File: src/include/chol_macros.svh
`ifndef CHOL_MACROS_SVH
`define CHOL_MACROS_SVH

// Matrix geometry
`define CHOL_N          5
`define CHOL_ELEMS      15      // Lower triangle words, N*(N+1)/2

// Fixed-point format
`define CHOL_WORD_BITS  32      // Q16.16 word
`define CHOL_FRAC_BITS  16
`define CHOL_ACC_BITS   64      // Product sum, window 47:16 is used

// Worst case from accept to out_valid.
// Per-element overhead, one cycle per product term, 24 root iterations
// plus load and finish per diagonal, 32 divide iterations plus load and
// finish per off-diagonal element, then some slack.
`define CHOL_MAX_CYCLES (`CHOL_ELEMS * 4 \
    + (`CHOL_N - 1) * `CHOL_N * (`CHOL_N + 1) / 6 \
    + `CHOL_N * 26 \
    + (`CHOL_ELEMS - `CHOL_N) * 34 \
    + 64)

`endif

File: src/source/chol_pkg.sv
`default_nettype none

`include "chol_macros.svh"

package chol_pkg;

    // ==================================================
    // Scalar types
    // ==================================================

    typedef logic signed [`CHOL_WORD_BITS-1:0] fixed_t;    // Signed Q16.16

    typedef logic [3:0] elem_idx_t;                         // Triangle position 0..14

    typedef logic signed [`CHOL_ACC_BITS-1:0] acc_t;

    // Element 0 is (1,1), then (2,1), (2,2), (3,1) and so on row by row
    typedef fixed_t [`CHOL_ELEMS-1:0] tri_matrix_t;

    // ==================================================
    // Transfer records
    // ==================================================

    // Request to the square-root or divide unit
    typedef struct packed {
        fixed_t    operand;     // Radicand or dividend
        fixed_t    divisor;     // L(j,j), root unit ignores it
        elem_idx_t idx;         // Destination element
    } op_req_t;

    // One finished element of L
    typedef struct packed {
        elem_idx_t idx;
        fixed_t    value;
        logic      last;        // Set on element (5,5)
    } l_write_t;

endpackage

`default_nettype wire

File: src/source/chol_result_collector.sv
`timescale 1ns/1ps
`default_nettype none

module chol_result_collector (
    input  logic                  clk,
    input  logic                  rst,
    input  chol_pkg::l_write_t    wr,
    input  logic                  wr_valid,
    output chol_pkg::tri_matrix_t l_out,
    output logic                  out_valid
);

    import chol_pkg::*;

    tri_matrix_t stage;         // Elements of the factor in progress
    tri_matrix_t stage_next;
    logic        finish;

    assign finish = wr_valid && wr.last;

    always_comb begin
        stage_next = stage;
        if (wr_valid) begin
            stage_next[wr.idx] = wr.value;
        end
    end

    always_ff @(posedge clk) begin
        stage <= stage_next;
    end

    // ==================================================
    // Published result
    // ==================================================

    always_ff @(posedge clk) begin
        if (rst) begin
            l_out     <= '0;
            out_valid <= 1'b0;
        end else begin
            out_valid <= finish;        // Single-cycle pulse
            if (finish) begin
                l_out <= stage_next;    // Whole factor changes at once
            end
        end
    end

endmodule

`default_nettype wire

File: config.mk
export PLATFORM = sky130hd
export DESIGN_NAME = chol_result_collector
export DESIGN_NICKNAME = d
export VERILOG_FILES = /design/src/source/chol_pkg.sv /design/src/source/chol_result_collector.sv
export VERILOG_INCLUDE_DIRS = /design/src /design/src/include
export SDC_FILE = /design/constraint.sdc
export NUM_CORES = 2
export LEC_CHECK = 0
export BUFFER_PORTS_ARGS = -buffer_cell sky130_fd_sc_hd__buf_4
export CAP_MARGIN = 20
export CELL_PAD_IN_SITES_DETAIL_PLACEMENT = 1
export CELL_PAD_IN_SITES_GLOBAL_PLACEMENT = 2
export CORE_MARGIN = 10
export CORE_UTILIZATION = 31
export DETAILED_ROUTE_END_ITERATION = 10
export PLACE_DENSITY_LB_ADDON = 0.15
export REMOVE_ABC_BUFFERS = 1
export SLEW_MARGIN = 20
export SYNTH_ARGS = -nofsm -noshare
export SYNTH_HDL_FRONTEND = slang
export SYNTH_SLANG_ARGS = --single-unit
export TNS_END_PERCENT = 100
File: constraint.sdc
create_clock -name clk -period 1.7 [get_ports clk]
set_clock_uncertainty 0.2 [all_clocks]
set_input_delay 0.085 -clock clk [delete_from_list [all_inputs] [get_ports clk]]
set_output_delay 0.085 -clock clk [all_outputs]
set_load 0.05 [all_outputs]
# [After elaboration in Yosys (flattened, before gate mapping)]
# Index checks and enable logic that the tools add are counted.
[totals] word_cells=39 register_bits=961 output_inout_bits=481
[classes] n_mux=4 reduce_logical=2 order_cmp=2
[ops] cell="$bwmux W480" n=1
[ops] cell="$mux W480" n=1
[ops] cell="$demux W32 S4" n=1
[ops] cell="$mux W32" n=1
[ops] cell="$lt A4 B5 Y1 const B" n=1
[ops] cell="$ge A4 B1 Y1 const B" n=1
[ops] cell="$logic_and A1 B1 Y1" n=2

# [Longest topological paths before layout]
[logic_depth] depth_word=6 mapped_depth=7 mapped_depth_nobuf=3

# [Worst setup path after synthesis]
# OpenSTA, ideal clock, no wires.
[synth_path] path_type="input-to-reg" start="input wr[34] (netlist bit)" end="register l_out[256] (netlist bit)" t_required_ns=1.365 arrival_time_ns=1.297 path_buffers=4 slack_ns=0.068 stages=7 path_cell_list="buf_4 > or3b_1 > buf_2 > buf_6 > clkbuf_1 > o21ai_0 > a311oi_1"
[synth_via] elab_chain_cells=6 elab_cells_between_ends=7 cone_classes="order compare (2); mux (4); reduce/logical (1)"
[synth_rtl] item="start, declared" line="chol_result_collector.sv:7" rtl="input chol_pkg::l_write_t wr,"
[synth_rtl] item="$lt A4 B5 Y1 (implied by the code) or $ge A4 B1 Y1 (tied branches)" line="chol_result_collector.sv:24" rtl="stage_next[wr.idx] = wr.value;"
[synth_rtl] item="$logic_and A1 B1 Y1 (implied by the code)" line="chol_result_collector.sv:24"
[synth_rtl] item="$mux W32 (implied by the code)" line="chol_result_collector.sv:24"
[synth_rtl] item="$demux W32 S4 *" line="chol_result_collector.sv:24"
[synth_rtl] item="$bwmux W480 *" line="chol_result_collector.sv:24"
[synth_rtl] item="$mux W480 *" line="chol_result_collector.sv:23" rtl="if (wr_valid) begin"
[synth_rtl] item="end signal, assigned" line="chol_result_collector.sv:43" rtl="l_out <= stage_next;"
[synth_rtl] item="end, declared" line="chol_result_collector.sv:9" rtl="output chol_pkg::tri_matrix_t l_out,"
# Every way passes the cells marked *; elsewhere a longest branch is shown, timed or not.
# A chain may end at the register's enable or synchronous reset.

# [Worst setup path in the final report]
[layout_path] start="input wr[0] (netlist bit)" end="register l_out[88] (netlist bit)"
[layout_via] elab_chain_cells=1
[layout_rtl] item="$logic_and A1 B1 Y1" line="chol_result_collector.sv:19" rtl="assign finish = wr_valid && wr.last;"
# No other way between the ends.

==> reports/results.ini <==
[floorplan]
die_y_um=355.3
io_pins=521
row_count=122
die_w_um=355.3
die_area_mm2=0.1262
start_util=0.3135
core_region_area_mm2=0.1111

[clocking]
cts_root_buffer=clkbuf_16
htreeDepth=3
clkSinkCount=961
clockBufferDepth=3
cts_buffers=108
clk_latency_ns=0.70
cts_tree=built
cts.clk_slew.worst_paths_ns=0.06

[timing]
fin_worst_hold_slack_ns=-0.06910
slew_headroom=0.4495
grt_setup_unrepaired=true
final.setup.worst_slack_ns=0.003330
tightest_slew_ns=0.8258
period_minus_slack_ns=1.697
drv_slew=0
fmax_mhz=589.4
fin_crit_sh=0.9980
hold_violations=23
fin_setup_tns_ns=0
setup_viol_count_final=0

[synthesis]
synth_top_area_frac=0.5521
ys_async_sr_fraction=0
syn_avg_cell_area_um2=9.143
synth_top_area_cell=dfxtp_1
yosys_register_bits=961
synth_area_mm2=0.03484
yosysMostFrequentCell=dfxtp_1
synth.top_cells.by_count=961 x dfxtp_1, 486 x nand2_1, 417 x nor2_1, 384 x a311oi_1, 326 x o21ai_0
yosys_warnings=0
yosysUniqueCellTypes=33
syn_inst=3811
synth_enable_flop_cells=0
synthFlopType=dfxtp_1
yosys-top-cells-area=dfxtp_1 55%, a311oi_1 9.7%, nand2_1 5.2%, o21ai_0 4.7%, nor2_1 4.5%
ys_seq_area_frac=0.5521

[run]
cap_violations=0

[global_routing]
grt_pass1_vias=34000
grtUsageMet1=0.3041
grt_max_degree=52
grtUsageMet2=0.3808
grt_util_all_layers=0.2316
grt-ovfl-total=0
use_met3=0.04211
top_usage_layer=met2
grt_pass1_wl_mm=226.4
antenna_found_initial=8

[place]
place_congestion=0.7583
hpwl_mm=96.54
place_ws_ns=-0.07217
placedCellCount=5684
portBuffers=520
dpl_cell_area_mm2=0.04225

[final_layout]
drive_gt1_frac=0.2229
regArea_mm2=0.01926
final_cells=6208
multiInputGateArea_mm2=0.01396
syn_to_final_growth_pct=41.78
n_fill_cell=12570
final_cell_area_mm2=0.04940
nets=4666

[worst_setup_path]
cp.arrival_ns=2.11
cp-end-kind=register
cp-start-kind=input port
worstPathRequired_ns=2.11
crit_fanout=10
critPathKind=in2reg

[power_and_ir_drop]
power_density_mw_per_mm2=1238
leakagePower_uw=0.02022
irDropWorstVdd_mv=0.7868

[routing]
wl_per_cell_um=24.83
drc=0
drtIter0Drc=1944
vias=33270
drt.antenna.violating_nets=0
via_per_inst=5.360
wl_mm=154.2
first_pass_iters=5

[status]
violations=hold timing
status=finished with violations

[min_path]
hp-class=in2reg

-- stage by stage --
stage          utilization  total power (µW)
2_1_floorplan            -             33730
3_3_place_gp        0.3802             37330
3_5_place_dp        0.3802             37580
4_1_cts             0.4401             61510
5_1_grt             0.4444             63830
6_report            0.4445             61180
-- power breakdown --
group / internal (µW) / total [µW] / switching [µW]
clock: 13300 / 23100 / 9810
sequential: 25700 / 27000 / 1330
combinational: 4070 / 11000 / 6970
-- placed cells by master (no fill, tap or decap), drive strengths merged, types with 180 or more instances in the layout --
cell type      n
a211oi       192
a311oi       384
buf          816
clkbuf       180
dfxtp        961
dlygate4sd3  293
nand2        486
nand3        288
nor2         418
o21ai        384
-- state kept, by name (all words and copies together) (netlist names) --
signal,count
stage,480
out_valid,1
l_out,480
-- cell type report --
class | count | area share
antenna | 5 | 0.0002533
clock buffer | 172 | 0.06651
clock inverter | 27 | 0.003951
multi-input combinational | 2431 | 0.2826
sequential | 961 | 0.3898
tap | 1488 | 0.03769
timing repair buffer | 1124 | 0.2192
-- worst max-delay path, stage by stage --
cell           delay (ns)
dlygate4sd3_1        0.55
buf_4                0.17
and2_4               0.26
clkbuf_16            0.20
nor2_1               0.04
dlygate4sd3_1        0.56
a311oi_1             0.25
-- kinds of logic after synthesis --
kind of cell / count (synthesis) / synth area share
AOI/OAI and AO/OA: 1120 / 0.2298
buffers and inverters: 419 / 0.05157
DFF: 961 / 0.5521
muxes: 32 / 0.01034
and+or+nand+nor: 1279 / 0.1561
-- final timing paths --
kind / start / endpoint / slack [ns] / depth (start not counted)
setup / recovery: wr[0] / l_out[88] / 0.003 / 7
hold reg to reg: stage[389] / stage[389] / 0.26 / 2
hold / removal: wr[35] / stage[20] / -0.07 / 5
setup reg to reg: stage[82] / l_out[82] / 0.16 / 3
-- layer usage --
| metal | vias to the layer above | part of all wire | wire length (µm) |
|---|---|---|---|
| met4 | 0 | 0.032 | 4950 |
| met3 | 222 | 0.052 | 8037 |
| met2 | 895 | 0.47 | 72140 |
| met1 | 16680 | 0.45 | 69030 |
| li1 | 15480 | - | - |
| met5 | - | 0 | 0 |
-- what timing repair did --
item	4_1_cts	5_1_grt
pin swaps	0	7
endpoints found under the setup margin	37	73
gates cloned	0	8
buffers inserted	0	8
resized for setup	37	37
endpoints found under the hold margin	961	19
hold buffers	302	10
Power figures use the tool's default switching activity.
