$ cat config.mk
export PLATFORM = sky130hd
export DESIGN_NAME = chol_sqrt_unit
export DESIGN_NICKNAME = d
export VERILOG_FILES = /design/src/source/chol_pkg.sv /design/src/source/chol_sqrt_unit.sv
export VERILOG_INCLUDE_DIRS = /design/src /design/src/include
export SDC_FILE = /design/constraint.sdc
export NUM_CORES = 1
export LEC_CHECK = 0
export ABC_AREA = 1
export BUFFER_PORTS_ARGS = -buffer_cell sky130_fd_sc_hd__clkbuf_2
export CELL_PAD_IN_SITES_DETAIL_PLACEMENT = 0
export CELL_PAD_IN_SITES_GLOBAL_PLACEMENT = 1
export CORE_AREA = 2 2 121 123
export CTS_BUF_LIST = sky130_fd_sc_hd__clkbuf_8
export DETAILED_ROUTE_END_ITERATION = 16
export DIE_AREA = 0 0 123 125
export MAX_ROUTING_LAYER = met4
export PLACE_DENSITY_LB_ADDON = 0.12
export SYNTH_ARGS = -nofsm -noshare
export SYNTH_HDL_FRONTEND = slang
export SYNTH_SLANG_ARGS = --single-unit
$ cat constraint.sdc
create_clock -name clk -period 6.3 [get_ports clk]
set_input_delay 0.315 -clock clk [delete_from_list [all_inputs] [get_ports clk]]
set_output_delay 0.315 -clock clk [all_outputs]
set_load 0.01 [all_outputs]
$ cat src/include/chol_macros.svh
`ifndef CHOL_MACROS_SVH
`define CHOL_MACROS_SVH

// Matrix geometry
`define CHOL_N          5
`define CHOL_ELEMS      15      // Lower triangle words, N*(N+1)/2

// Fixed-point format
`define CHOL_WORD_BITS  32      // Q16.16 word
`define CHOL_FRAC_BITS  16
`define CHOL_ACC_BITS   64      // Product sum, window 47:16 is used

// Worst case from accept to out_valid.
// Per-element overhead, one cycle per product term, 24 root iterations
// plus load and finish per diagonal, 32 divide iterations plus load and
// finish per off-diagonal element, then some slack.
`define CHOL_MAX_CYCLES (`CHOL_ELEMS * 4 \
    + (`CHOL_N - 1) * `CHOL_N * (`CHOL_N + 1) / 6 \
    + `CHOL_N * 26 \
    + (`CHOL_ELEMS - `CHOL_N) * 34 \
    + 64)

`endif

$ cat src/source/chol_pkg.sv
`default_nettype none

`include "chol_macros.svh"

package chol_pkg;

    // ==================================================
    // Scalar types
    // ==================================================

    typedef logic signed [`CHOL_WORD_BITS-1:0] fixed_t;    // Signed Q16.16

    typedef logic [3:0] elem_idx_t;                         // Triangle position 0..14

    typedef logic signed [`CHOL_ACC_BITS-1:0] acc_t;

    // Element 0 is (1,1), then (2,1), (2,2), (3,1) and so on row by row
    typedef fixed_t [`CHOL_ELEMS-1:0] tri_matrix_t;

    // ==================================================
    // Transfer records
    // ==================================================

    // Request to the square-root or divide unit
    typedef struct packed {
        fixed_t    operand;     // Radicand or dividend
        fixed_t    divisor;     // L(j,j), root unit ignores it
        elem_idx_t idx;         // Destination element
    } op_req_t;

    // One finished element of L
    typedef struct packed {
        elem_idx_t idx;
        fixed_t    value;
        logic      last;        // Set on element (5,5)
    } l_write_t;

endpackage

`default_nettype wire

$ cat src/source/chol_sqrt_unit.sv
`timescale 1ns/1ps
`default_nettype none

`include "chol_macros.svh"

module chol_sqrt_unit (
    input  logic              clk,
    input  logic              rst,
    input  chol_pkg::op_req_t req,
    input  logic              req_valid,
    output chol_pkg::fixed_t  res,
    output logic              res_valid
);

    localparam int RAD_BITS  = `CHOL_WORD_BITS + `CHOL_FRAC_BITS;    // Operand shifted up
    localparam int ROOT_BITS = RAD_BITS / 2;                          // One bit per iteration
    localparam int REM_BITS  = ROOT_BITS + 4;

    typedef enum logic [1:0] {S_IDLE, S_RUN, S_FIN} state_t;

    state_t               state;
    logic [4:0]           cnt;
    logic [RAD_BITS-1:0]  rad;
    logic [ROOT_BITS-1:0] root;
    logic [REM_BITS-1:0]  rem;
    logic [REM_BITS-1:0]  rem_sh;
    logic [REM_BITS-1:0]  trial;
    logic                 fits;

    // Bring down two radicand bits, try 4*root+1
    always_comb begin
        rem_sh = {rem[REM_BITS-3:0], rad[RAD_BITS-1 -: 2]};
        trial  = REM_BITS'({root, 2'b01});
        fits   = (rem_sh >= trial);
    end

    always_ff @(posedge clk) begin
        if (rst) begin
            state     <= S_IDLE;
            cnt       <= '0;
            res_valid <= 1'b0;
        end else begin
            res_valid <= 1'b0;
            case (state)
                S_IDLE: begin
                    if (req_valid) begin
                        cnt   <= '0;
                        state <= S_RUN;
                    end
                end
                S_RUN: begin
                    cnt <= cnt + 5'd1;
                    if (cnt == 5'(ROOT_BITS - 1)) begin
                        state <= S_FIN;
                    end
                end
                S_FIN: begin
                    res_valid <= 1'b1;
                    state     <= S_IDLE;
                end
                default: state <= S_IDLE;
            endcase
        end
    end

    always_ff @(posedge clk) begin
        if (state == S_IDLE && req_valid) begin
            rad  <= {req.operand, {`CHOL_FRAC_BITS{1'b0}}};
            root <= '0;
            rem  <= '0;
        end else if (state == S_RUN) begin
            rad  <= rad << 2;
            rem  <= fits ? rem_sh - trial : rem_sh;
            root <= {root[ROOT_BITS-2:0], fits};
        end
        if (state == S_FIN) begin
            res <= {{(`CHOL_WORD_BITS - ROOT_BITS){1'b0}}, root};   // Root is never negative
        end
    end

endmodule

`default_nettype wire

* Word level (Yosys, flattened, before mapping)
Cells that the tools add are included.
** Word-level totals
- Output and inout bits :: 33
- Input bits :: 71
- Flip-flop bits (word level) :: 114
** Cells by class
- Magnitude comparators :: 1
- Reduce and logical (&&, ||, !) cells :: 6
- Multiplexer cells :: 9
- Add/sub/neg operators :: 2
- Eq/ne operators :: 5
** Operators by type and width (number)
- 48-bit 2-to-1 mux :: 2
- 28-bit by 26-bit >= comparator with 1-bit output :: 1
- 26-bit 2-to-1 mux :: 1
- 26-bit subtractor :: 1
- 5-bit one-hot mux with 2 select lines :: 1
- 5-bit by 1-bit adder with 5-bit output, second input constant :: 1
- 5-bit == test, second input constant :: 1
- 5-bit 2-to-1 mux :: 1
- 2-bit 2-to-1 mux :: 2
- 2-bit != test, second input constant :: 2
- 2-bit one-hot mux with 2 select lines :: 1
- 2-bit AND reduction :: 2
- 2-bit nonzero test :: 2
- 2-bit by 1-bit == test with 1-bit output, second input constant :: 1
- 2-bit == test, second input constant :: 1
- 2-bit logical NOT :: 1
- 1-bit logical AND :: 1
- 1-bit 2-to-1 mux :: 1

* Logic depth before layout (Yosys ltp)
- Depth after elaboration :: 3
- Depth in mapped cells :: 17
- Gate-level depth less buffers :: 16

* Worst setup path after synthesis
No wires, ideal clock.
- Kind :: register to register
- Start :: reg state[1]
- End :: reg rad[16], enable pin
- Arrival :: 1.907 ns
- Slack :: 3.984 ns
- Path buffers :: 1
- Stages on the path, launching flop included :: 7
- Clock period less this slack :: 2.316 ns
- Data required time :: 5.891 ns
- Setup time :: 0.409 ns
- Cells stage by stage :: dfxtp_1 inv_1 nand2_1 inv_2 nor2_2 clkinv_1 clkbuf_1
** On the way
- Word-level cells in the longest chain between the ends :: 3
- Elaborated cells on any way between the ends :: 4
** Ends and longest elaborated chain
- start, declared :: line chol_sqrt_unit.sv:21 : state_t state;
- start signal, assigned :: line chol_sqrt_unit.sv:39 : state <= S_IDLE;
- start signal, assigned :: line chol_sqrt_unit.sv:48 : state <= S_RUN;
- start signal, assigned :: line chol_sqrt_unit.sv:54 : state <= S_FIN;
- 2-bit logical NOT :: line chol_sqrt_unit.sv:67 : if (state == S_IDLE && req_valid) begin
- 1-bit logical AND :: line chol_sqrt_unit.sv:67
- 2-bit nonzero test (no line) (*)
- end signal, assigned :: line chol_sqrt_unit.sv:68 : rad <= {req.operand, {`CHOL_FRAC_BITS{1'b0}}};
- end signal, assigned :: line chol_sqrt_unit.sv:72 : rad <= rad << 2;
- end, declared :: line chol_sqrt_unit.sv:23 : logic [RAD_BITS-1:0] rad;
Every way passes the cells marked *; elsewhere a longest branch is shown, timed or not.
A chain may end at the register's enable or synchronous reset.

* Worst setup path after layout
- Start :: reg state[1]
- End :: reg rad[33], enable pin
Same word-level chain as after synthesis.

==> results.yml <==
synthesis:
  synth_seq_cells: 114
  synth-warning-count: 0
  ys.flop_type: "dfxtp_1"
  synth_seq_area_share_pct: 44.8
  syn_inst: 821
  synth_area_mm2: 0.00634
  ys_types: 44
  avgSynthCellArea_um2: 7.73
  synth_edf_count: 56
  async_reset_ff_share_pct: 0
cells_and_area:
  num-nets-final: 975
  fin_util_pct: 50.6
  antenna_cells: 0
  final_common_cell: "nand2_1"
  area_delta_synth_final_pct: 13.4
  drive_gt1_share_pct: 15.9
  fill_cells: 1475
  final_cell_mix: "308 x nand2_1, 118 x inv_1, 59 x clkbuf_2"
clocking:
  hold_buffers: 0
  cts_resized: 0
  cts_buffers: 17
  tritoncts: "done"
  clk_pin_slew_ns: 0.07
  cts_max_path_buffers: 2
  postCtsSetupBuffers: 0
  cts-root-buf: "clkbuf_8"
  cts.sinks: 114
  cts.htree.levels: 4
  clk_latency_ns: 0.43
drt:
  routed_via_density: 4.84
  ant_nets: 0
  drtIter0Drc: 258
  wl_per_cell_um: 13.5
  drt_wl_total_mm: 14.5
  drc: 0
  dr.pass1.iters: 7
  vias: 5191
sta:
  tns_ns: 0
  finalMaxSlewViolations: 0
  post-route-min-period_ns: 2.89
  fmax_mhz: 345
  rsz0062_at_grt: "false"
  clock_skew_ns: 0.0139
  maxSlewHeadroom_pct: 23.6
  period_share_pct: 46.0
  tightest_slew_ns: 1.15
  setup_viol_count_final: 0
  hold_viol_final: 0
flow_run:
  drv_cap: 0
floorplanning:
  die_w_um: 123
  rows: 44
  coreArea_mm2: 0.0142
  dieArea_mm2: 0.0154
  ios: 104
  die_h_um: 125
  start_util_pct: 44.7
critical_path:
  cp_max_fo: 56
  slowest_delay_ns: 0.92
  required_ns: 6.35
  criticalPathCategory: "reg2reg"
  cp_cell_sequence: "inv_1 -> nand2_1 -> inv_2 -> nor2_2 -> inv_2"
  cp-end-kind: "flop"
  crit_slowest_cell: "inv_2"
  crit_top_cell: "inv_2"
  cp.arrival_ns: 2.94
  cp-start-kind: "flop"
place:
  gp_congestion: 0.895
  placement.io_buffers: 59
  dp_hpwl_mm: 10.2
global_routing:
  grt-ovfl-total: 0
  grt.total_usage_pct: 20.9
  grt_pass1_vias: 5095
  grt_pass1_wl_mm: 24.5
  antenna_found_initial: 0
  grt_max_degree: 57
pwr:
  total_power_mw: 3.90
  power.static_leakage_nw: 3.62
  p_per_area_mw_per_mm2: 542
  vdd_drop_max_mv: 0.176
status:
  status: "completed"
min_path:
  hold_class: "in2reg"
worst max-delay path: cells and delay by family (launching register included):
family | cells | cell delay [ns]
flip-flops | 1 | 0.31
buffers and inverters | 3 | 1.70
AND/OR/NAND/NOR | 2 | 0.47
report_power, final:
group	leakage (nW)	internal, mW	switching, mW
clock network	0.238	0.493	0.294
logic	2.37	0.716	1.43
registers	1.02	0.893	0.0715
total	3.62	2.10	1.80
cell type report:
cell class	count	area, um2	share of cell area (%)
inverter	125	469	6.52
clock buffer	23	317	4.40
multi-input combinational	557	2870	39.9
sequential	114	2840	39.5
clock inverter	8	148	2.05
tap	184	230	3.20
timing repair buffer	62	318	4.42
routing by layer:
| layer | track usage (%) | up-vias | share of wire (%) |
|---|---|---|---|
| met4 | 6.22 | 0 | 1.4 |
| met1 | 26.5 | 2338 | 47 |
| met3 | 5.29 | 16 | 3.8 |
| met2 | 32.9 | 111 | 47 |
| li1 | - | 2726 | - |
| met5 | - | - | 0 |
state kept, by name, indices dropped and copies added (netlist names):
register   count
rad           32
cnt            5
root          24
res           24
state          2
rem           26
res_valid      1
kinds of logic (layout without fill, tap and decap cells):
family | after synthesis | count (layout) | synth area share [%]
buffers and inverters | 157 | 218 | 10.4
AO/OA/AOI/OAI | 67 | 67 | 6.25
adder cells (fa/ha/maj) | 27 | 27 | 5.33
AND/OR/NAND/NOR | 445 | 445 | 31.7
flip-flops | 114 | 114 | 44.8
other | 1 | 8 | 0.0591
XOR/XNOR | 10 | 10 | 1.38
worst paths after layout:
| check | startpoint | endpoint | slack (ns) | cells after the start |
|---|---|---|---|---|
| worst max-delay path | state[1]$_SDFFE_PP0P_ | rad[33]$_DFFE_PP_ | 3.41 | 5 |
| worst min-delay path | req[49] | rad[29]$_DFFE_PP_ | 0.14 | 3 |
| worst max register to register | state[1]$_SDFFE_PP0P_ | rad[33]$_DFFE_PP_ | 3.41 | 5 |
| worst min register to register | root[14]$_SDFFE_PP0P_ | res[14]$_DFFE_PP_ | 0.43 | 0 |
synth_stat cells, types with 4 or more instances:
cell type | instances | area [um2]
nand2_1 | 308 | 1160
inv_1 | 118 | 443
dfxtp_1 | 58 | 1160
edfxtp_1 | 56 | 1680
nand3_1 | 51 | 255
ha_1 | 27 | 338
a21oi_1 | 26 | 130
nor2_1 | 25 | 93.8
o22ai_1 | 23 | 144
nand4_1 | 16 | 100
nand3_2 | 14 | 140
clkbuf_1 | 10 | 37.5
buf_4 | 9 | 67.6
o21ai_0 | 9 | 45.0
nand2_2 | 7 | 43.8
xor2_1 | 7 | 61.3
buf_2 | 6 | 30.0
inv_2 | 6 | 22.5
nor3_1 | 5 | 25.0
buf_1 | 4 | 15.0
metrics by stage:
step	cells	cell area [um2]	worst slack, ns	hold WS (ns)
floorplan	828	6370	3.98	0.384
global placement	1042	6730	3.39	0.411
detailed placement	1042	6730	3.36	0.413
CTS	1073	7190	3.35	0.109
global route	1073	7190	3.07	0.118
finish	1073	7190	3.41	0.144
No activity file was read; power rests on OpenSTA's default activity.
