`src/include/chol_macros.svh`:
```
`ifndef CHOL_MACROS_SVH
`define CHOL_MACROS_SVH

// Matrix geometry
`define CHOL_N          5
`define CHOL_ELEMS      15      // Lower triangle words, N*(N+1)/2

// Fixed-point format
`define CHOL_WORD_BITS  32      // Q16.16 word
`define CHOL_FRAC_BITS  16
`define CHOL_ACC_BITS   64      // Product sum, window 47:16 is used

// Worst case from accept to out_valid.
// Per-element overhead, one cycle per product term, 24 root iterations
// plus load and finish per diagonal, 32 divide iterations plus load and
// finish per off-diagonal element, then some slack.
`define CHOL_MAX_CYCLES (`CHOL_ELEMS * 4 \
    + (`CHOL_N - 1) * `CHOL_N * (`CHOL_N + 1) / 6 \
    + `CHOL_N * 26 \
    + (`CHOL_ELEMS - `CHOL_N) * 34 \
    + 64)

`endif

```
`src/source/chol_pkg.sv`:
```
`default_nettype none

`include "chol_macros.svh"

package chol_pkg;

    // ==================================================
    // Scalar types
    // ==================================================

    typedef logic signed [`CHOL_WORD_BITS-1:0] fixed_t;    // Signed Q16.16

    typedef logic [3:0] elem_idx_t;                         // Triangle position 0..14

    typedef logic signed [`CHOL_ACC_BITS-1:0] acc_t;

    // Element 0 is (1,1), then (2,1), (2,2), (3,1) and so on row by row
    typedef fixed_t [`CHOL_ELEMS-1:0] tri_matrix_t;

    // ==================================================
    // Transfer records
    // ==================================================

    // Request to the square-root or divide unit
    typedef struct packed {
        fixed_t    operand;     // Radicand or dividend
        fixed_t    divisor;     // L(j,j), root unit ignores it
        elem_idx_t idx;         // Destination element
    } op_req_t;

    // One finished element of L
    typedef struct packed {
        elem_idx_t idx;
        fixed_t    value;
        logic      last;        // Set on element (5,5)
    } l_write_t;

endpackage

`default_nettype wire

```
`src/source/chol_sequencer.sv`:
```
`timescale 1ns/1ps
`default_nettype none

`include "chol_macros.svh"

module chol_sequencer (
    input  logic                 clk,
    input  logic                 rst,
    input  logic                 start,
    output chol_pkg::elem_idx_t  rd_idx,
    input  chol_pkg::fixed_t     a_elem,
    output chol_pkg::op_req_t    sqrt_req,
    output logic                 sqrt_req_valid,
    input  chol_pkg::fixed_t     sqrt_res,
    input  logic                 sqrt_res_valid,
    output chol_pkg::op_req_t    div_req,
    output logic                 div_req_valid,
    input  chol_pkg::fixed_t     div_res,
    input  logic                 div_res_valid,
    output chol_pkg::l_write_t   wr,
    output logic                 wr_valid,
    output logic                 done
);

    import chol_pkg::*;

    localparam logic [2:0] LAST_POS = 3'(`CHOL_N - 1);

    typedef enum logic [1:0] {S_IDLE, S_ACC, S_WAIT} state_t;

    function automatic elem_idx_t tri_idx(input logic [2:0] r, input logic [2:0] c);
        int flat;
        flat = (int'(r) * (int'(r) + 1)) / 2 + int'(c);
        return elem_idx_t'(flat);
    endfunction

    state_t    state;
    logic [2:0] col;                    // j, current column
    logic [2:0] row;                    // i, row at or below the diagonal
    logic [2:0] k;                      // Product term index, runs below col
    acc_t      acc;
    acc_t      prod;
    fixed_t    diff;
    fixed_t    res_val;
    fixed_t    l_mem [`CHOL_ELEMS];     // L values computed so far
    op_req_t   req_q;
    elem_idx_t idx_rc;
    elem_idx_t idx_rk;
    elem_idx_t idx_ck;
    elem_idx_t idx_cc;
    logic      on_diag;
    logic      res_hit;
    logic      last_elem;

    // ==================================================
    // Addressing and datapath
    // ==================================================

    assign idx_rc    = tri_idx(row, col);
    assign idx_rk    = tri_idx(row, k);
    assign idx_ck    = tri_idx(col, k);
    assign idx_cc    = tri_idx(col, col);
    assign rd_idx    = idx_rc;
    assign on_diag   = (row == col);
    assign last_elem = (row == LAST_POS) && (col == LAST_POS);

    assign prod    = acc_t'(l_mem[idx_rk]) * acc_t'(l_mem[idx_ck]);   // L(i,k)*L(j,k)
    assign diff    = a_elem - fixed_t'(acc[`CHOL_FRAC_BITS +: `CHOL_WORD_BITS]);
    assign res_hit = on_diag ? sqrt_res_valid : div_res_valid;
    assign res_val = on_diag ? sqrt_res : div_res;

    assign sqrt_req = req_q;            // Both units see the same held request
    assign div_req  = req_q;

    // ==================================================
    // Column and row walk
    // ==================================================

    always_ff @(posedge clk) begin
        if (rst) begin
            state          <= S_IDLE;
            col            <= '0;
            row            <= '0;
            k              <= '0;
            acc            <= '0;
            sqrt_req_valid <= 1'b0;
            div_req_valid  <= 1'b0;
            wr_valid       <= 1'b0;
            done           <= 1'b0;
        end else begin
            sqrt_req_valid <= 1'b0;
            div_req_valid  <= 1'b0;
            wr_valid       <= 1'b0;
            done           <= 1'b0;
            case (state)
                S_IDLE: begin
                    if (start) begin
                        col   <= '0;
                        row   <= '0;
                        k     <= '0;
                        acc   <= '0;
                        state <= S_ACC;
                    end
                end
                S_ACC: begin
                    if (k != col) begin
                        acc <= acc + prod;          // One product per cycle
                        k   <= k + 3'd1;
                    end else begin
                        sqrt_req_valid <= on_diag;
                        div_req_valid  <= !on_diag;
                        state          <= S_WAIT;
                    end
                end
                S_WAIT: begin
                    if (res_hit) begin
                        wr_valid <= 1'b1;
                        done     <= last_elem;
                        k        <= '0;
                        acc      <= '0;
                        state    <= last_elem ? S_IDLE : S_ACC;
                        if (row == LAST_POS) begin
                            col <= col + 3'd1;      // Next column starts on its diagonal
                            row <= col + 3'd1;
                        end else begin
                            row <= row + 3'd1;
                        end
                    end
                end
                default: state <= S_IDLE;
            endcase
        end
    end

    always_ff @(posedge clk) begin
        if (state == S_ACC && k == col) begin
            req_q.operand <= diff;                  // A(i,j) minus the product sum
            req_q.divisor <= on_diag ? '0 : l_mem[idx_cc];
            req_q.idx     <= idx_rc;
        end
        if (state == S_WAIT && res_hit) begin
            l_mem[req_q.idx] <= res_val;
            wr.idx           <= req_q.idx;
            wr.value         <= res_val;
            wr.last          <= last_elem;
        end
    end

endmodule

`default_nettype wire

```
`config.mk`:
```
export PLATFORM = sky130hd
export DESIGN_NAME = chol_sequencer
export DESIGN_NICKNAME = d
export VERILOG_FILES = /design/src/source/chol_pkg.sv /design/src/source/chol_sequencer.sv
export VERILOG_INCLUDE_DIRS = /design/src /design/src/include
export SDC_FILE = /design/constraint.sdc
export NUM_CORES = 2
export LEC_CHECK = 0
export BUFFER_PORTS_ARGS = -buffer_cell sky130_fd_sc_hd__buf_2
export CORE_AREA = 2 2 384 310
export CTS_CLUSTER_DIAMETER = 40
export DETAILED_ROUTE_END_ITERATION = 12
export DIE_AREA = 0 0 386 312
export GPL_TIMING_DRIVEN = 0
export PLACE_DENSITY_LB_ADDON = 0.2
export SKIP_LAST_GASP = 1
export SYNTH_ARGS = -nofsm -noshare
export SYNTH_HDL_FRONTEND = slang
export SYNTH_SLANG_ARGS = --single-unit
```
`constraint.sdc`:
```
create_clock -name clk -period 18.15 [get_ports clk]
set_clock_uncertainty 0.15 [all_clocks]
set_input_delay 1.815 -clock clk [delete_from_list [all_inputs] [get_ports clk]]
set_output_delay 1.815 -clock clk [all_outputs]
set_load 0.01 [all_outputs]
```
Yosys cells after proc, flatten, opt, wreduce, memory -nomap -nowiden
Memory sizes are Yosys's and may differ from the RTL's. A register that Yosys moved wholly into a read port is not among the register bits. Index checks and enable logic that the tools add are counted.

$add $sub $neg: 13. Multiply operators: 3. Eq/ne operators: 12. Muxes and demuxes: 24. Bitwise logic cells: 5. Reductions and logical operators: 14.

Operator list (count): 2-to-1 mux 64 bit (3); one-hot mux 64 bit (3 select lines) (1); adder 64 bit (1); multiplier 32 x 32 -> 64 bit (1); 2-to-1 mux 32 bit (1); subtractor 32 bit (1); 2-to-1 mux 3 bit (7); adder 4 bit (4); one-hot mux 3 bit (2 select lines) (2); multiplier 3 x 4 -> 5 bit (2); != test 2 bit (second input constant) (5); adder 3 x 1 -> 3 bit (second input constant) (3); one-hot mux 3 bit (3 select lines) (1); adder 3 x 1 -> 4 bit (second input constant) (2); adder 4 x 1 -> 4 bit (2); AND reduction 4 bit (2); == test 3 bit (2); == test 3 bit (second input constant) (2); 2-to-1 mux 2 bit (3); one-hot mux 2 bit (3 select lines) (1); AND reduction 3 bit (2); OR reduction 3 bit (2); 2-to-1 mux 1 bit (5); logical AND 1 bit (3); 10 further kinds (13).

Register bits: 152. RAM bits: 480. Memories: 1.

Memories: l_mem (depth 15, width 32, rd ports 3, clocked after Yosys merged registers in 1, write ports 1, line chol_sequencer.sv:45) `` fixed_t l_mem [`CHOL_ELEMS]; ``.

Longest topological paths before layout
An unclocked memory read counts as a cell.

Depth in word-level cells: 10. Depth in mapped cells: 51. Depth with buffers taken out: 46.

Least setup slack after synthesis
OpenSTA, ideal clock, no wires.

Kind: register to register. Start: reg col[1]. End: reg acc[46]. Arrival time: 12.824 ns. Data required time: 17.883 ns. Slack: 5.059 ns. Stages on the path, launching flop included: 46. Path through: dfxtp_1 buf_2 inv_1 ha_1 clkbuf_1 nand2_1 fa_1 fa_1 inv_1 ha_1 xor2_2 buf_4 buf_2 buf_2 buf_2 mux4_2 mux4_2 clkbuf_1 [10 not listed] fa_1 fa_1 fa_1 inv_1 fa_1 inv_1 ha_1 clkbuf_1 a21o_1 a21o_1 a21oi_1 nand4_1 o311ai_1 a21oi_1 o31a_1 a221oi_1 xnor2_1 a22o_1.

Cells in the longest elaborated chain, start to end: 9. Elaborated cells on any way between the ends: 15. Classes of those cells: 4 x add/sub; 2 x mul; 4 x eq/ne; 3 x mux; 1 x reduce/logical; 1 x memory.

RTL lines: from (decl) (line chol_sequencer.sv:38) `logic [2:0] col;`; from (signal assigned) (line chol_sequencer.sv:123) `col <= col + 3'd1;`; adder 3 x 1 -> 4 bit (line chol_sequencer.sv:33) `flat = (int'(r) * (int'(r) + 1)) / 2 + int'(c);`; multiplier 3 x 4 -> 5 bit (line chol_sequencer.sv:33); adder 4 x 1 -> 4 bit (no source line); adder 4 bit (line chol_sequencer.sv:33); memory read (15 x 32 bit); multiplier 32 x 32 -> 64 bit (line chol_sequencer.sv:67) `assign prod = acc_t'(l_mem[idx_rk]) * acc_t'(l_mem[idx_ck]);`; adder 64 bit (line chol_sequencer.sv:107) `acc <= acc + prod;`; 2-to-1 mux 64 bit (line chol_sequencer.sv:106) `if (k != col) begin`; one-hot mux 64 bit (3 select lines) (line chol_sequencer.sv:95) `case (state)`; to (signal assigned) (line chol_sequencer.sv:107); to (decl) (line chol_sequencer.sv:41) `acc_t acc;`.

Several ways; a longest one is shown, not always the timed one. The select of a mux whose other input is x is not followed. A chain may end at the register's enable or synchronous reset.

Worst setup path in the final report
Start: reg row[1]. End: reg acc[46].

Cells in the longest elaborated chain, start to end: 9. Elaborated cells on any way between the ends: 13. Classes of those cells: 4 x add/sub; 2 x mul; 2 x eq/ne; 3 x mux; 1 x reduce/logical; 1 x memory.

RTL lines: from (decl) (line chol_sequencer.sv:39) `logic [2:0] row;`; from (signal assigned) (line chol_sequencer.sv:124) `row <= col + 3'd1;`; from (signal assigned) (line chol_sequencer.sv:126) `row <= row + 3'd1;`; adder 3 x 1 -> 4 bit (line chol_sequencer.sv:33); multiplier 3 x 4 -> 5 bit (line chol_sequencer.sv:33); adder 4 x 1 -> 4 bit (no source line); adder 4 bit (line chol_sequencer.sv:33); memory read (15 x 32 bit); multiplier 32 x 32 -> 64 bit (line chol_sequencer.sv:67); adder 64 bit (line chol_sequencer.sv:107); 2-to-1 mux 64 bit (line chol_sequencer.sv:106); one-hot mux 64 bit (3 select lines) (line chol_sequencer.sv:95).

Several ways; a longest one is shown, not always the timed one. The select of a mux whose other input is x is not followed.

==> results.cfg <==
[power_and_ir_drop]
p_per_area_mw_per_mm2 = 110.1
p_seq_frac = 0.208
p_int_mw = 4.487
combPwrFrac = 0.555
p_clk_frac = 0.237
switchingPower_mw = 3.495
swShare = 0.4379
leakage_nw = 31.07
ir_worst_vdd_mv = 0.2315

[place]
gp_congestion = 1.032
pre_cts_ws_ps = 1424
hpwlAfterDp_mm = 186.5
io_buffers = 281

[floorplan]
initial_core_util = 0.5596
die_w_um = 386
fp-row-count = 112
coreArea_mm2 = 0.1162
fp.dieH_um = 312
dieArea_mm2 = 0.1204
boundaryPins = 282

[timing]
hold_slack_ps = 301.8
max_slew_margin = -0.09647
slew_viol_final = 44
tightest_slew_ps = 1645
rsz0062_at_grt = false
finalHoldViolations = 0
post-route-min-period_ps = 17480
setup_viol = 0
fmax_ghz = 0.05721
final.setup.worst_slack_ps = 669.8
fin_crit_sh = 0.9631

[critical_path]
cp_max_fo = 10
worstRegToRegCells = 46
required_ps = 18600
start_kind = flop
cp.arrival_ps = 17930
r2r_setup_slack_ps = 670
r2r_start = row[1]$_SDFFE_PP0P_
crit_path_top_delay_cell = clkbuf_1
cpPeakStageDelay_ps = 1040
worstSetupEndpointType = flop
crit_type = flop to flop
crit_path_frequent_cell = fa_1
regToRegEndpoint = acc[46]$_SDFFE_PP0P_

[routing]
ant_nets = 0
dr.pass1.iters = 7
wl_per_cell_um = 30.28
drtIter0Drc = 7313
via_count = 50210
vias_per_cell = 6.391
drc = 0
drt_wl_total_mm = 237.9

[clock_network]
post_cts_buffers = 0
cts_tree = built
ctsLongestPathBuffers = 3
cts.sinks = 648
root_buffer = clkbuf_16
cts_buffers = 94
htree_num_levels = 3
cts_resized = 0
clock_latency_ps = 770
hold_buffers = 0
clk_pin_slew_worst_paths_ps = 50

[cells_and_area]
layout-drive-gt1-share = 0.1602
fin_util = 0.6240
nets = 7487
syn_to_final_growth_pct = 11.50
final_common_cell = inv_1
mostFrequentLayoutCells = 1021 x inv_1, 912 x fa_1, 776 x nand2_1

[grt]
grt_overflow = 0
grt_use_total = 0.4049
grt_pass1_vias = 50310
grt_pass1_wl_mm = 346.2
antenna_found_initial = 11
grt_max_degree = 35

[synthesis]
syn_inst = 5805
synth-edff-count = 585
synth.top_cell.area_share = 0.2808
synth_largest_area_cell = fa_1
ys_seq_elements = 648
syn_nets = 7062
ys.flop_type = edfxtp_1
yosysWarnings = 0
syn_area_per_cell_um2 = 11.20
ys_seq_area_frac = 0.2896
syn-cell-area_mm2 = 0.06501
synth_area_leaders = fa_1 28%, edfxtp_1 27%, mux4_2 11%, inv_1 5.9%, ha_1 4.7%
yosys.cell_types.count = 66
synthArstFlopShare = 0

[job]
cap_violations = 6

[outcome]
outcome = complete, but fails checks
violations = max-capacitance violations, max-slew violations

[min_path]
min_path_type = flop to flop
whs_path_depth = 2
worstHoldStart = acc[4]$_SDFFE_PP0P_
min_to = acc[4]$_SDFFE_PP0P_
cell usage after synthesis, types with 31 or more instances:
| library cell | number |
|---|---|
| a211oi_1 | 69 |
| a21o_1 | 53 |
| a21oi_1 | 185 |
| and2_1 | 47 |
| buf_1 | 31 |
| buf_2 | 37 |
| buf_4 | 74 |
| clkbuf_1 | 251 |
| dfxtp_1 | 63 |
| edfxtp_1 | 585 |
| fa_1 | 912 |
| ha_1 | 244 |
| inv_1 | 1022 |
| mux2_2 | 39 |
| mux2i_1 | 108 |
| mux4_2 | 326 |
| nand2_1 | 776 |
| nand3_1 | 68 |
| nor2_1 | 454 |
| o21ai_0 | 116 |
| xnor2_1 | 89 |
| xor2_1 | 39 |
kinds of logic after synthesis:
kind of cell / after synthesis / share of synthesized area
simple gates: 1440 / 0.08995
fa+ha+maj: 1156 / 0.3278
buf+inv: 1422 / 0.08720
flops: 648 / 0.2896
compound gates: 531 / 0.04998
xor+xnor: 135 / 0.01917
mux: 473 / 0.1363
metrics by stage:
step | TNS (ps) | area, um2 | instances | total power, mW
3_3_place_gp | -38.23 | 68350 | 7625 | 5.907
3_5_place_dp | 0 | 69210 | 7670 | 5.993
4_1_cts | 0 | 72420 | 7845 | 7.890
5_1_grt | 0 | 72470 | 7849 | 8.553
6_report | 0 | 72490 | 7857 | 7.982
2_1_floorplan | 0 | 65010 | 5805 | 4.805
per-layer routing:
layer	routed length, um	global-route usage	up-vias
li1	-	-	19820
met1	87650	0.5639	25410
met2	96370	0.5505	4184
met3	39790	0.1736	798
met4	14020	0.1832	10
met5	67	0	-
worst max-delay path by stage:
stage	slack, ps	start	endpoint
2_1_floorplan	5060	col[1]$_SDFFE_PP0P_	acc[46]$_SDFFE_PP0P_
3_3_place_gp	-40	col[1]$_SDFFE_PP0P_	acc[46]$_SDFFE_PP0P_
3_5_place_dp	1420	row[1]$_SDFFE_PP0P_	acc[46]$_SDFFE_PP0P_
4_1_cts	1360	row[1]$_SDFFE_PP0P_	acc[46]$_SDFFE_PP0P_
5_1_grt	530	row[1]$_SDFFE_PP0P_	acc[46]$_SDFFE_PP0P_
6_report	670	row[1]$_SDFFE_PP0P_	acc[46]$_SDFFE_PP0P_
state kept, by name (all words and copies together) (netlist names):
register / flops
acc: 48
col: 3
k: 3
div_req_valid: 1
wr: 37
wr_valid: 1
done: 1
sqrt_req_valid: 1
div_req: 68
row: 3
state: 2
l_mem: 480
critical path: cells and delay by family (launching register included):
family | cells | cell delay [ps]
buf+inv | 14 | 4950
flops | 1 | 530
compound gates | 13 | 4100
xor+xnor | 2 | 1050
simple gates | 3 | 430
fa+ha+maj | 14 | 6090
power groups by stage:
stage | logic, mW | registers [mW] | clock network (mW)
floorplan | 3.11 | 1.70 | 0
finish | 4.43 | 1.66 | 1.89
global route | 4.94 | 1.66 | 1.95
CTS | 4.34 | 1.66 | 1.89
detailed placement | 4.30 | 1.69 | 0
global placement | 4.21 | 1.69 | 0
final cells by class:
cell class                 count  area, um2
antenna                        9      22.52
multi-input combinational   3735      40690
buffer                       394       1813
timing repair buffer         329       2141
fill                        9227      43680
tap                         1539       1926
sequential                   648      18830
inverter                    1028       3859
clock inverter                65      763.2
clock buffer                 110       2444
Power figures use the tool's default switching activity.
