File: src/include/chol_macros.svh
`ifndef CHOL_MACROS_SVH
`define CHOL_MACROS_SVH

// Matrix geometry
`define CHOL_N          5
`define CHOL_ELEMS      15      // Lower triangle words, N*(N+1)/2

// Fixed-point format
`define CHOL_WORD_BITS  32      // Q16.16 word
`define CHOL_FRAC_BITS  16
`define CHOL_ACC_BITS   64      // Product sum, window 47:16 is used

// Worst case from accept to out_valid.
// Per-element overhead, one cycle per product term, 24 root iterations
// plus load and finish per diagonal, 32 divide iterations plus load and
// finish per off-diagonal element, then some slack.
`define CHOL_MAX_CYCLES (`CHOL_ELEMS * 4 \
    + (`CHOL_N - 1) * `CHOL_N * (`CHOL_N + 1) / 6 \
    + `CHOL_N * 26 \
    + (`CHOL_ELEMS - `CHOL_N) * 34 \
    + 64)

`endif

File: src/source/chol_pkg.sv
`default_nettype none

`include "chol_macros.svh"

package chol_pkg;

    // ==================================================
    // Scalar types
    // ==================================================

    typedef logic signed [`CHOL_WORD_BITS-1:0] fixed_t;    // Signed Q16.16

    typedef logic [3:0] elem_idx_t;                         // Triangle position 0..14

    typedef logic signed [`CHOL_ACC_BITS-1:0] acc_t;

    // Element 0 is (1,1), then (2,1), (2,2), (3,1) and so on row by row
    typedef fixed_t [`CHOL_ELEMS-1:0] tri_matrix_t;

    // ==================================================
    // Transfer records
    // ==================================================

    // Request to the square-root or divide unit
    typedef struct packed {
        fixed_t    operand;     // Radicand or dividend
        fixed_t    divisor;     // L(j,j), root unit ignores it
        elem_idx_t idx;         // Destination element
    } op_req_t;

    // One finished element of L
    typedef struct packed {
        elem_idx_t idx;
        fixed_t    value;
        logic      last;        // Set on element (5,5)
    } l_write_t;

endpackage

`default_nettype wire

File: src/source/chol_matrix_loader.sv
`timescale 1ns/1ps
`default_nettype none

module chol_matrix_loader (
    input  logic                  clk,
    input  logic                  rst,
    input  logic                  in_valid,
    input  chol_pkg::tri_matrix_t a_in,
    output logic                  in_ready,
    input  chol_pkg::elem_idx_t   rd_idx,
    output chol_pkg::fixed_t      a_elem,
    output logic                  start,
    input  logic                  done
);

    import chol_pkg::*;

    tri_matrix_t a_q;       // Held copy of A
    logic        busy;
    logic        done_q;
    logic        accept;

    assign accept   = in_valid && !busy;
    assign in_ready = !busy;
    assign a_elem   = a_q[rd_idx];      // Sequencer reads one word at a time

    always_ff @(posedge clk) begin
        if (rst) begin
            busy   <= 1'b0;
            start  <= 1'b0;
            done_q <= 1'b0;
        end else begin
            start  <= accept;           // One-cycle pulse after the accept edge
            done_q <= done;             // Lets out_valid go out before in_ready rises
            if (accept) begin
                busy <= 1'b1;
            end else if (done_q) begin
                busy <= 1'b0;
            end
        end
    end

    always_ff @(posedge clk) begin
        if (accept) begin
            a_q <= a_in;
        end
    end

endmodule

`default_nettype wire

File: config.mk
export PLATFORM = sky130hd
export DESIGN_NAME = chol_matrix_loader
export DESIGN_NICKNAME = d
export VERILOG_FILES = /design/src/source/chol_pkg.sv /design/src/source/chol_matrix_loader.sv
export VERILOG_INCLUDE_DIRS = /design/src /design/src/include
export SDC_FILE = /design/constraint.sdc
export NUM_CORES = 1
export LEC_CHECK = 0
export BUFFER_PORTS_ARGS = -buffer_cell sky130_fd_sc_hd__buf_2
export CAP_MARGIN = 20
export CORE_AREA = 2 2 201 203
export DETAILED_ROUTE_END_ITERATION = 8
export DIE_AREA = 0 0 203 205
export PLACE_DENSITY_LB_ADDON = 0.05
export SYNTH_ARGS = -nofsm -noshare
export SYNTH_HDL_FRONTEND = slang
export SYNTH_SLANG_ARGS = --single-unit
File: constraint.sdc
create_clock -name clk -period 46.9 [get_ports clk]
set_clock_uncertainty 0.05 [all_clocks]
set_input_delay 4.69 -clock clk [delete_from_list [all_inputs] [get_ports clk]]
set_output_delay 4.69 -clock clk [all_outputs]
set_load 0.01 [all_outputs]
# Word level (Yosys, flattened, before mapping)
# Index checks and enable logic that the tools add are counted.
[totals] input_bits=488 regBits=483 elab_cells=26
[classes] n_lt_le_gt_ge=1 mux=4 n_reduce_logical=3
[op_table] operator="$bmux W32 S4" count=1
[op_table] operator="$mux W32" count=1
[op_table] operator="$lt A4 B5 Y1 const B" count=1
[op_table] operator="$mux W1" count=2
[op_table] operator="$reduce_bool A2 Y1" count=1
[op_table] operator="$logic_and A1 B1 Y1" count=1
[op_table] operator="$logic_not A1 Y1" count=1

# Logic depth before layout (Yosys ltp)
# Gate-level depths: netlist of the first run.
[depth] ltp_word=3 ltp_mapped=7 depth_no_buf=4

# Worst setup path after synthesis of the first run
# No wires, ideal clock.
[synth_path] path_kind="input port to flip-flop" startpoint="input port in_valid" endpoint="register a_q[0] (netlist bit) (enable)" t_arrival_ps=25293 n_path_buf=0 setup_ps=1394 setup_slack_ps=20163 stages=1 path_cell_list="nor2b_1"
[synth_via] elab_chain_len=1
[synth_rtl] item="from (decl)" line_no="chol_matrix_loader.sv:7" rtl="input logic in_valid,"
[synth_rtl] item="$logic_and A1 B1 Y1" line_no="chol_matrix_loader.sv:23" rtl="assign accept = in_valid && !busy;"
[synth_rtl] item="to (signal assigned)" line_no="chol_matrix_loader.sv:45" rtl="a_q <= a_in;"
[synth_rtl] item="to (decl)" line_no="chol_matrix_loader.sv:18" rtl="tri_matrix_t a_q;"
# Every way passes these cells.
# A chain may end at the register's enable or synchronous reset.

# Final worst setup path of the first run
[layout_path] startpoint="input port rd_idx[1]" endpoint="output port a_elem[11]"
[layout_via] elab_chain_len=2
[layout_rtl] item="from (decl)" line_no="chol_matrix_loader.sv:10" rtl="input chol_pkg::elem_idx_t rd_idx,"
[layout_rtl] item="$bmux W32 S4" line_no="chol_matrix_loader.sv:25" rtl="assign a_elem = a_q[rd_idx];"
[layout_rtl] item="$mux W32 (implied by the code)" line_no="chol_matrix_loader.sv:25"
[layout_rtl] item="to (decl)" line_no="chol_matrix_loader.sv:11" rtl="output chol_pkg::fixed_t a_elem,"
# Every way passes these cells. The select of a mux whose other input is x is not followed.

==> results of run 1 <==
power by group through the flow:
stage | clock, W | combinational, W | sequential, W
6_report | 0.000389 | 0.0000778 | 0.000513
5_1_grt | 0.000415 | 0.0000849 | 0.000514
4_1_cts | 0.000398 | 0.0000790 | 0.000513
3_5_place_dp | 0 | 0.0000787 | 0.000522
3_3_place_gp | 0 | 0.0000780 | 0.000521
2_1_floorplan | 0 | 0.0000419 | 0.000540
state kept, by name, summed over array words and instances (netlist names):
| signal | cells |
|---|---|
| start | 1 |
| a_q | 480 |
| done_q | 1 |
| busy | 1 |
per-layer routing:
| metal | track usage, % | vias to the layer above | wire (microns) |
|---|---|---|---|
| li1 | - | 4795 | - |
| met1 | 28.4 | 5214 | 18700 |
| met2 | 39.4 | 471 | 25600 |
| met3 | 8.88 | 100 | 4570 |
| met4 | 10.5 | 26 | 1350 |
| met5 | 0 | - | 178 |
worst paths after layout:
check,from,to,cells after the start
hold reg to reg,done_q$_SDFF_PP0_,busy$_SDFFE_PP0P_,1
setup reg to reg,busy$_SDFFE_PP0P_,a_q[4]$_DFFE_PP_,3
setup / recovery,rd_idx[1],a_elem[11],6
hold / removal,done_q$_SDFF_PP0_,busy$_SDFFE_PP0P_,1
synthesized netlist by cell type, drive strengths merged:
library cell	number
o22a	32
o22ai	32
mux4	64
clkbuf	20
inv	1
mux2i	96
a211oi	1
a31oi	32
nor2	33
nand2b	2
dfxtp	3
and2	32
edfxtp	480
o21ai	32
buf	33
nor2b	3
and2b	1
or2	2
final cells by class:
| class | instances | area (sq um) | share of cell area [%] |
|---|---|---|---|
| multi-input cells | 362 | 3640 | 15.7 |
| diodes | 30 | 75.1 | 0.324 |
| clock buffers | 65 | 1370 | 5.92 |
| well taps | 525 | 657 | 2.84 |
| clock inverters | 28 | 230 | 0.994 |
| inverters | 1 | 3.75 | 0.0162 |
| flip-flops and latches | 483 | 14500 | 62.5 |
| repair buffers | 529 | 2720 | 11.7 |
kinds of logic after synthesis:
group,after synthesis,synth area share (%)
AO/OA/AOI/OAI,129,4.59
AND/OR/NAND/NOR,73,2.03
multiplexers,160,13.0
buffers and inverters,54,1.98
flip-flops,483,78.4
per-stage QoR:
step,instances,util [%],setup slack [ns],hold slack [ns],instance area [sq um]
floorplan,899,-,20.16,0.341,18500
global placement,1900,54.6,34.64,0.349,21500
detailed placement,1900,54.6,34.85,0.356,21500
CTS,1993,58.7,34.86,0.365,23100
global route,2015,58.8,34.81,0.382,23100
finish,2023,58.9,34.95,0.360,23200
worst register-to-register path: stages (launching register included):
cell and delay [ns]:
sky130_fd_sc_hd__dfxtp_1 0.35, sky130_fd_sc_hd__nor2b_4 0.82, sky130_fd_sc_hd__buf_4 0.84, sky130_fd_sc_hd__buf_12 0.71
==> flow_summary.json, run 1 <==
{
  "critical_path_buf_inv_count": 3,
  "slew-limit-headroom_pct": 24.8,
  "maximum_number_of_pins_on_one_net_before_global_route_repair": 202,
  "power_frac_seq_pct": 52.3,
  "final_nets": 1916,
  "antenna_found_initial": 40,
  "wirelength_microns": 50400,
  "die-area_sq_um": 41600,
  "combinationalPowerShare_pct": 7.9,
  "detail-route-antenna-nets": 0,
  "status": "complete, no violations",
  "grt_pass1_wl_microns": 71100,
  "timing.critical_path.arrival_ns": 7.21,
  "die_height_microns": 205,
  "initial_core_util_pct": 46.9,
  "rows": 73,
  "cts.repair_timing.setup_buffer_count": 0,
  "ys_types": 22,
  "leading_cell_type_in_the_layout_fill_and_taps_excluded": "sky130_fd_sc_hd__buf_2",
  "critical_path_peak_fanout": 36,
  "worst_skew_pair.late_latency_ns": 0.58,
  "cts.root.buffer_cell": "sky130_fd_sc_hd__clkbuf_16",
  "setup-violations-final": 0,
  "gp_congestion": 0.811,
  "drt_iter0_markers": 792,
  "place_hpwl_microns": 34000,
  "synth.avg_cell_area_sq_um": 20.5,
  "synthesis.instances": 899,
  "power_report.internal_total_w": 0.000770,
  "timing.max_cap.violations": 0,
  "reg2reg_setup_slack_ns": 43.55,
  "synth_seq_cells": 483,
  "final_cell_mix": "sky130_fd_sc_hd__buf_2 (519), sky130_fd_sc_hd__edfxtp_1 (480), sky130_fd_sc_hd__mux2i_1 (96)",
  "cts_hold_buf": 0,
  "power_switching_w": 0.000210,
  "timing.critical_path.cells": "buf_2 -> or2_2 -> buf_4 -> o22ai_1 -> a31oi_1 -> buf_2",
  "rsz0062_at_grt": "false",
  "worst_path_most_repeated_cell": "sky130_fd_sc_hd__buf_2",
  "num_io_pins": 522,
  "global_route_overflow": 0,
  "seq_area_frac_synth_pct": 78.4,
  "numPortBuffers": 521,
  "maxClockFrequency_mhz": 83.7,
  "synthesis.nets": 1387,
  "worst-slew-pin-transition_ns": 1.13,
  "critical_path_class": "primary input to output port",
  "routed_wire_length_per_instance_microns": 24.9,
  "synth_top_area_share_pct": 78.1,
  "timing_hold_violations_final": 0,
  "yosys.area.top_type": "sky130_fd_sc_hd__edfxtp_1",
  "vias": 10600,
  "power.density_nw_per_um2": 42.3,
  "syn_area_sq_um": 18500,
  "die_w_microns": 203,
  "ys.warnings.count": 0,
  "grt_pass1_vias": 11100,
  "layout_worst_path_cycle_share_pct": 25.5,
  "cell_type_of_the_slowest_stage_on_the_worst_timing_path": "sky130_fd_sc_hd__buf_2",
  "holdCritPathClass": "flop to flop",
  "switching_share_pct": 21.4,
  "critPathCaptureType": "output port",
  "cts_repair_resize_count": 0,
  "drt-pass1-iter-count": 4,
  "finalCriticalPeriod_ns": 11.95,
  "critical-path-max-stage-delay_ns": 0.70,
  "cts_made_buffers": 51,
  "viasPerCell": 5.24,
  "layout.filler_cells": 3070,
  "vdd_drop_max_v": 0.0000276,
  "clock_pin_transition_on_the_worst_setup_and_hold_timing_paths_ns": 0.06,
  "drive_above_1_share_pct": 45.5,
  "timing.critical_path.from_type": "primary input",
  "totalPowerFinal_w": 0.000980,
  "cts.htree.levels": 2,
  "cts_buffer_depth": 3,
  "ys_top_cells_by_area": "sky130_fd_sc_hd__edfxtp_1 (78%), sky130_fd_sc_hd__mux4_2 (7.8%), sky130_fd_sc_hd__mux2i_1 (5.2%)",
  "area_growth_pct": 25.5,
  "design.core.area_sq_um": 39400,
  "clock_power_share_pct": 39.7,
  "tritoncts": "done",
  "finalSetupTns_ns": 0,
  "numClockSinks": 483,
  "aggregate_global_route_resource_usage_pct": 24.0,
  "critical_path.top_delay_family": "buffers and inverters",
  "drt_drc_violations_left": 0,
  "final-max-slew-violation-count": 0,
  "cp_data_required_time_ns": 42.16,
  "static-leakage-power_nw": 8.83
}
(Power assumes the default switching activity.)
==> run 2, diff against run 1 <==
CORE_AREA = 2 2 202 204   (was 2 2 201 203)
DIE_AREA = 0 0 204 206   (was 0 0 203 205)
clock period = 10.58 ns   (was 46.9 ns; I/O delays follow)
==> flow_summary.json, run 2 (synthesized netlist as in run 1, its figures left out) <==
{
  "critPathCaptureType": "output port",
  "cts_buffer_depth": 3,
  "drt_iter0_markers": 774,
  "slew-limit-headroom_pct": 22.5,
  "critical_path_peak_fanout": 37,
  "numClockSinks": 483,
  "die_height_microns": 206,
  "tritoncts": "done",
  "totalPowerFinal_w": 0.00427,
  "combinationalPowerShare_pct": 8.1,
  "initial_core_util_pct": 46.0,
  "grt_pass1_wl_microns": 69600,
  "drive_above_1_share_pct": 45.3,
  "cts.repair_timing.setup_buffer_count": 0,
  "timing.max_cap.violations": 0,
  "cts_hold_buf": 0,
  "die_w_microns": 204,
  "holdCritPathClass": "flop to flop",
  "area_occupied_by_multi_input_gates_sq_um": 3640,
  "cts.root.buffer_cell": "sky130_fd_sc_hd__clkbuf_16",
  "final_cell_mix": "sky130_fd_sc_hd__buf_2 (519), sky130_fd_sc_hd__edfxtp_1 (480), sky130_fd_sc_hd__mux2i_1 (96)",
  "critical_path_class": "primary input to output port",
  "timing.critical_path.cells": "buf_4 -> buf_4 -> nand2b_2 -> o22a_1 -> a31oi_1 -> buf_2",
  "layout_worst_path_cycle_share_pct": 47.0,
  "clock_power_share_pct": 38.7,
  "numPortBuffers": 521,
  "power_report.internal_total_w": 0.00335,
  "timing.critical_path.from_type": "primary input",
  "aggregate_global_route_resource_usage_pct": 23.3,
  "drt_drc_violations_left": 0,
  "status": "complete, no violations",
  "power.density_nw_per_um2": 185,
  "worst_path_most_repeated_cell": "sky130_fd_sc_hd__buf_4",
  "power_frac_seq_pct": 53.2,
  "place_hpwl_microns": 33700,
  "cts.htree.levels": 2,
  "switching_share_pct": 21.5,
  "grt_pass1_vias": 11200,
  "dp_slack_ns": 5.54,
  "antenna_found_initial": 41,
  "drt-pass1-iter-count": 5,
  "setup-violations-final": 0,
  "vias": 10700,
  "num_io_pins": 522,
  "area_growth_pct": 25.1,
  "maxClockFrequency_mhz": 201,
  "cp_data_required_time_ns": 9.47,
  "timing.critical_path.arrival_ns": 3.86,
  "wirelength_microns": 50000,
  "worst-slew-pin-transition_ns": 1.16,
  "timing_hold_violations_final": 0,
  "cell_type_of_the_slowest_stage_on_the_worst_timing_path": "sky130_fd_sc_hd__nand2b_2",
  "rows": 74,
  "critical-path-max-stage-delay_ns": 0.74,
  "viasPerCell": 5.28,
  "cts_repair_resize_count": 0,
  "global_route_overflow": 0,
  "design.core.area_sq_um": 40200,
  "power_switching_w": 0.000919,
  "routed_wire_length_per_instance_microns": 24.7,
  "postLayoutSetupSlackWorst_ns": 5.61,
  "final-max-slew-violation-count": 0,
  "cts_made_buffers": 50,
  "die-area_sq_um": 42000,
  "finalCriticalPeriod_ns": 4.97,
  "rsz0062_at_grt": "false",
  "static-leakage-power_nw": 8.80,
  "final_nets": 1916,
  "final-seq-area_sq_um": 14500,
  "leading_cell_type_in_the_layout_fill_and_taps_excluded": "sky130_fd_sc_hd__buf_2",
  "maximum_number_of_pins_on_one_net_before_global_route_repair": 171,
  "layout.filler_cells": 3167,
  "finalSetupTns_ns": 0,
  "worst_skew_pair.late_latency_ns": 0.58,
  "vdd_drop_max_v": 0.000140,
  "max_ffs_per_register": 480,
  "detail-route-antenna-nets": 0,
  "clock_pin_transition_on_the_worst_setup_and_hold_timing_paths_ns": 0.06,
  "registers.top_by_ff_count": "a_q",
  "gp_congestion": 0.769
}
run 2: area by class of cell:
cell class	instances	area share [%]
Sequential cell	483	62.7
Multi-Input combinational cell	362	15.8
Timing Repair Buffer	530	11.9
Clock buffer	59	5.66
Tap cell	532	2.88
Clock inverter	28	0.861
Antenna cell	29	0.314
Inverter	1	0.0163
run 2: power by group through the flow:
stage | Combinational [W] | Clock [W] | Sequential (W)
6_report | 0.000346 | 0.00165 | 0.00227
5_1_grt | 0.000376 | 0.00175 | 0.00228
4_1_cts | 0.000351 | 0.00168 | 0.00227
3_5_place_dp | 0.000350 | 0 | 0.00231
3_3_place_gp | 0.000346 | 0 | 0.00231
2_1_floorplan | 0.000186 | 0 | 0.00233
run 2: path summary, 6_finish.rpt:
path | start | endpoint | slack [ns] | depth (start not counted)
worst max-delay path | rd_idx[2] | a_elem[1] | 5.61 | 6
worst min-delay path | done_q$_SDFF_PP0_ | busy$_SDFFE_PP0P_ | 0.36 | 1
worst max register to register | busy$_SDFFE_PP0P_ | a_q[229]$_DFFE_PP_ | 7.89 | 3
worst min register to register | done_q$_SDFF_PP0_ | busy$_SDFFE_PP0P_ | 0.36 | 1
run 2: layer usage:
| layer | vias up | routed length [microns] | track usage (%) |
|---|---|---|---|
| met4 | 30 | 1280 | 9.99 |
| met5 | - | 192 | 0 |
| li1 | 4794 | - | - |
| met3 | 99 | 4350 | 7.36 |
| met2 | 456 | 25800 | 39.7 |
| met1 | 5309 | 18400 | 27.4 |
run 2: stage by stage:
step                std cells  util (%)  hold slack [ns]  instance area (sq um)
CTS                      1995      57.3            0.359                  23000
global route             2017      57.4            0.379                  23100
detailed placement       1908      53.6            0.358                  21500
floorplan                 899         -            0.341                  18500
finish                   2024      57.5            0.356                  23100
global placement         1907      53.5            0.348                  21500
run 2: worst max-delay path, delay by kind of cell:
| kind | cells | cell delay [ns] |
|---|---|---|
| buf+inv | 3 | 1.24 |
| simple gates | 1 | 0.74 |
| compound gates | 2 | 0.74 |
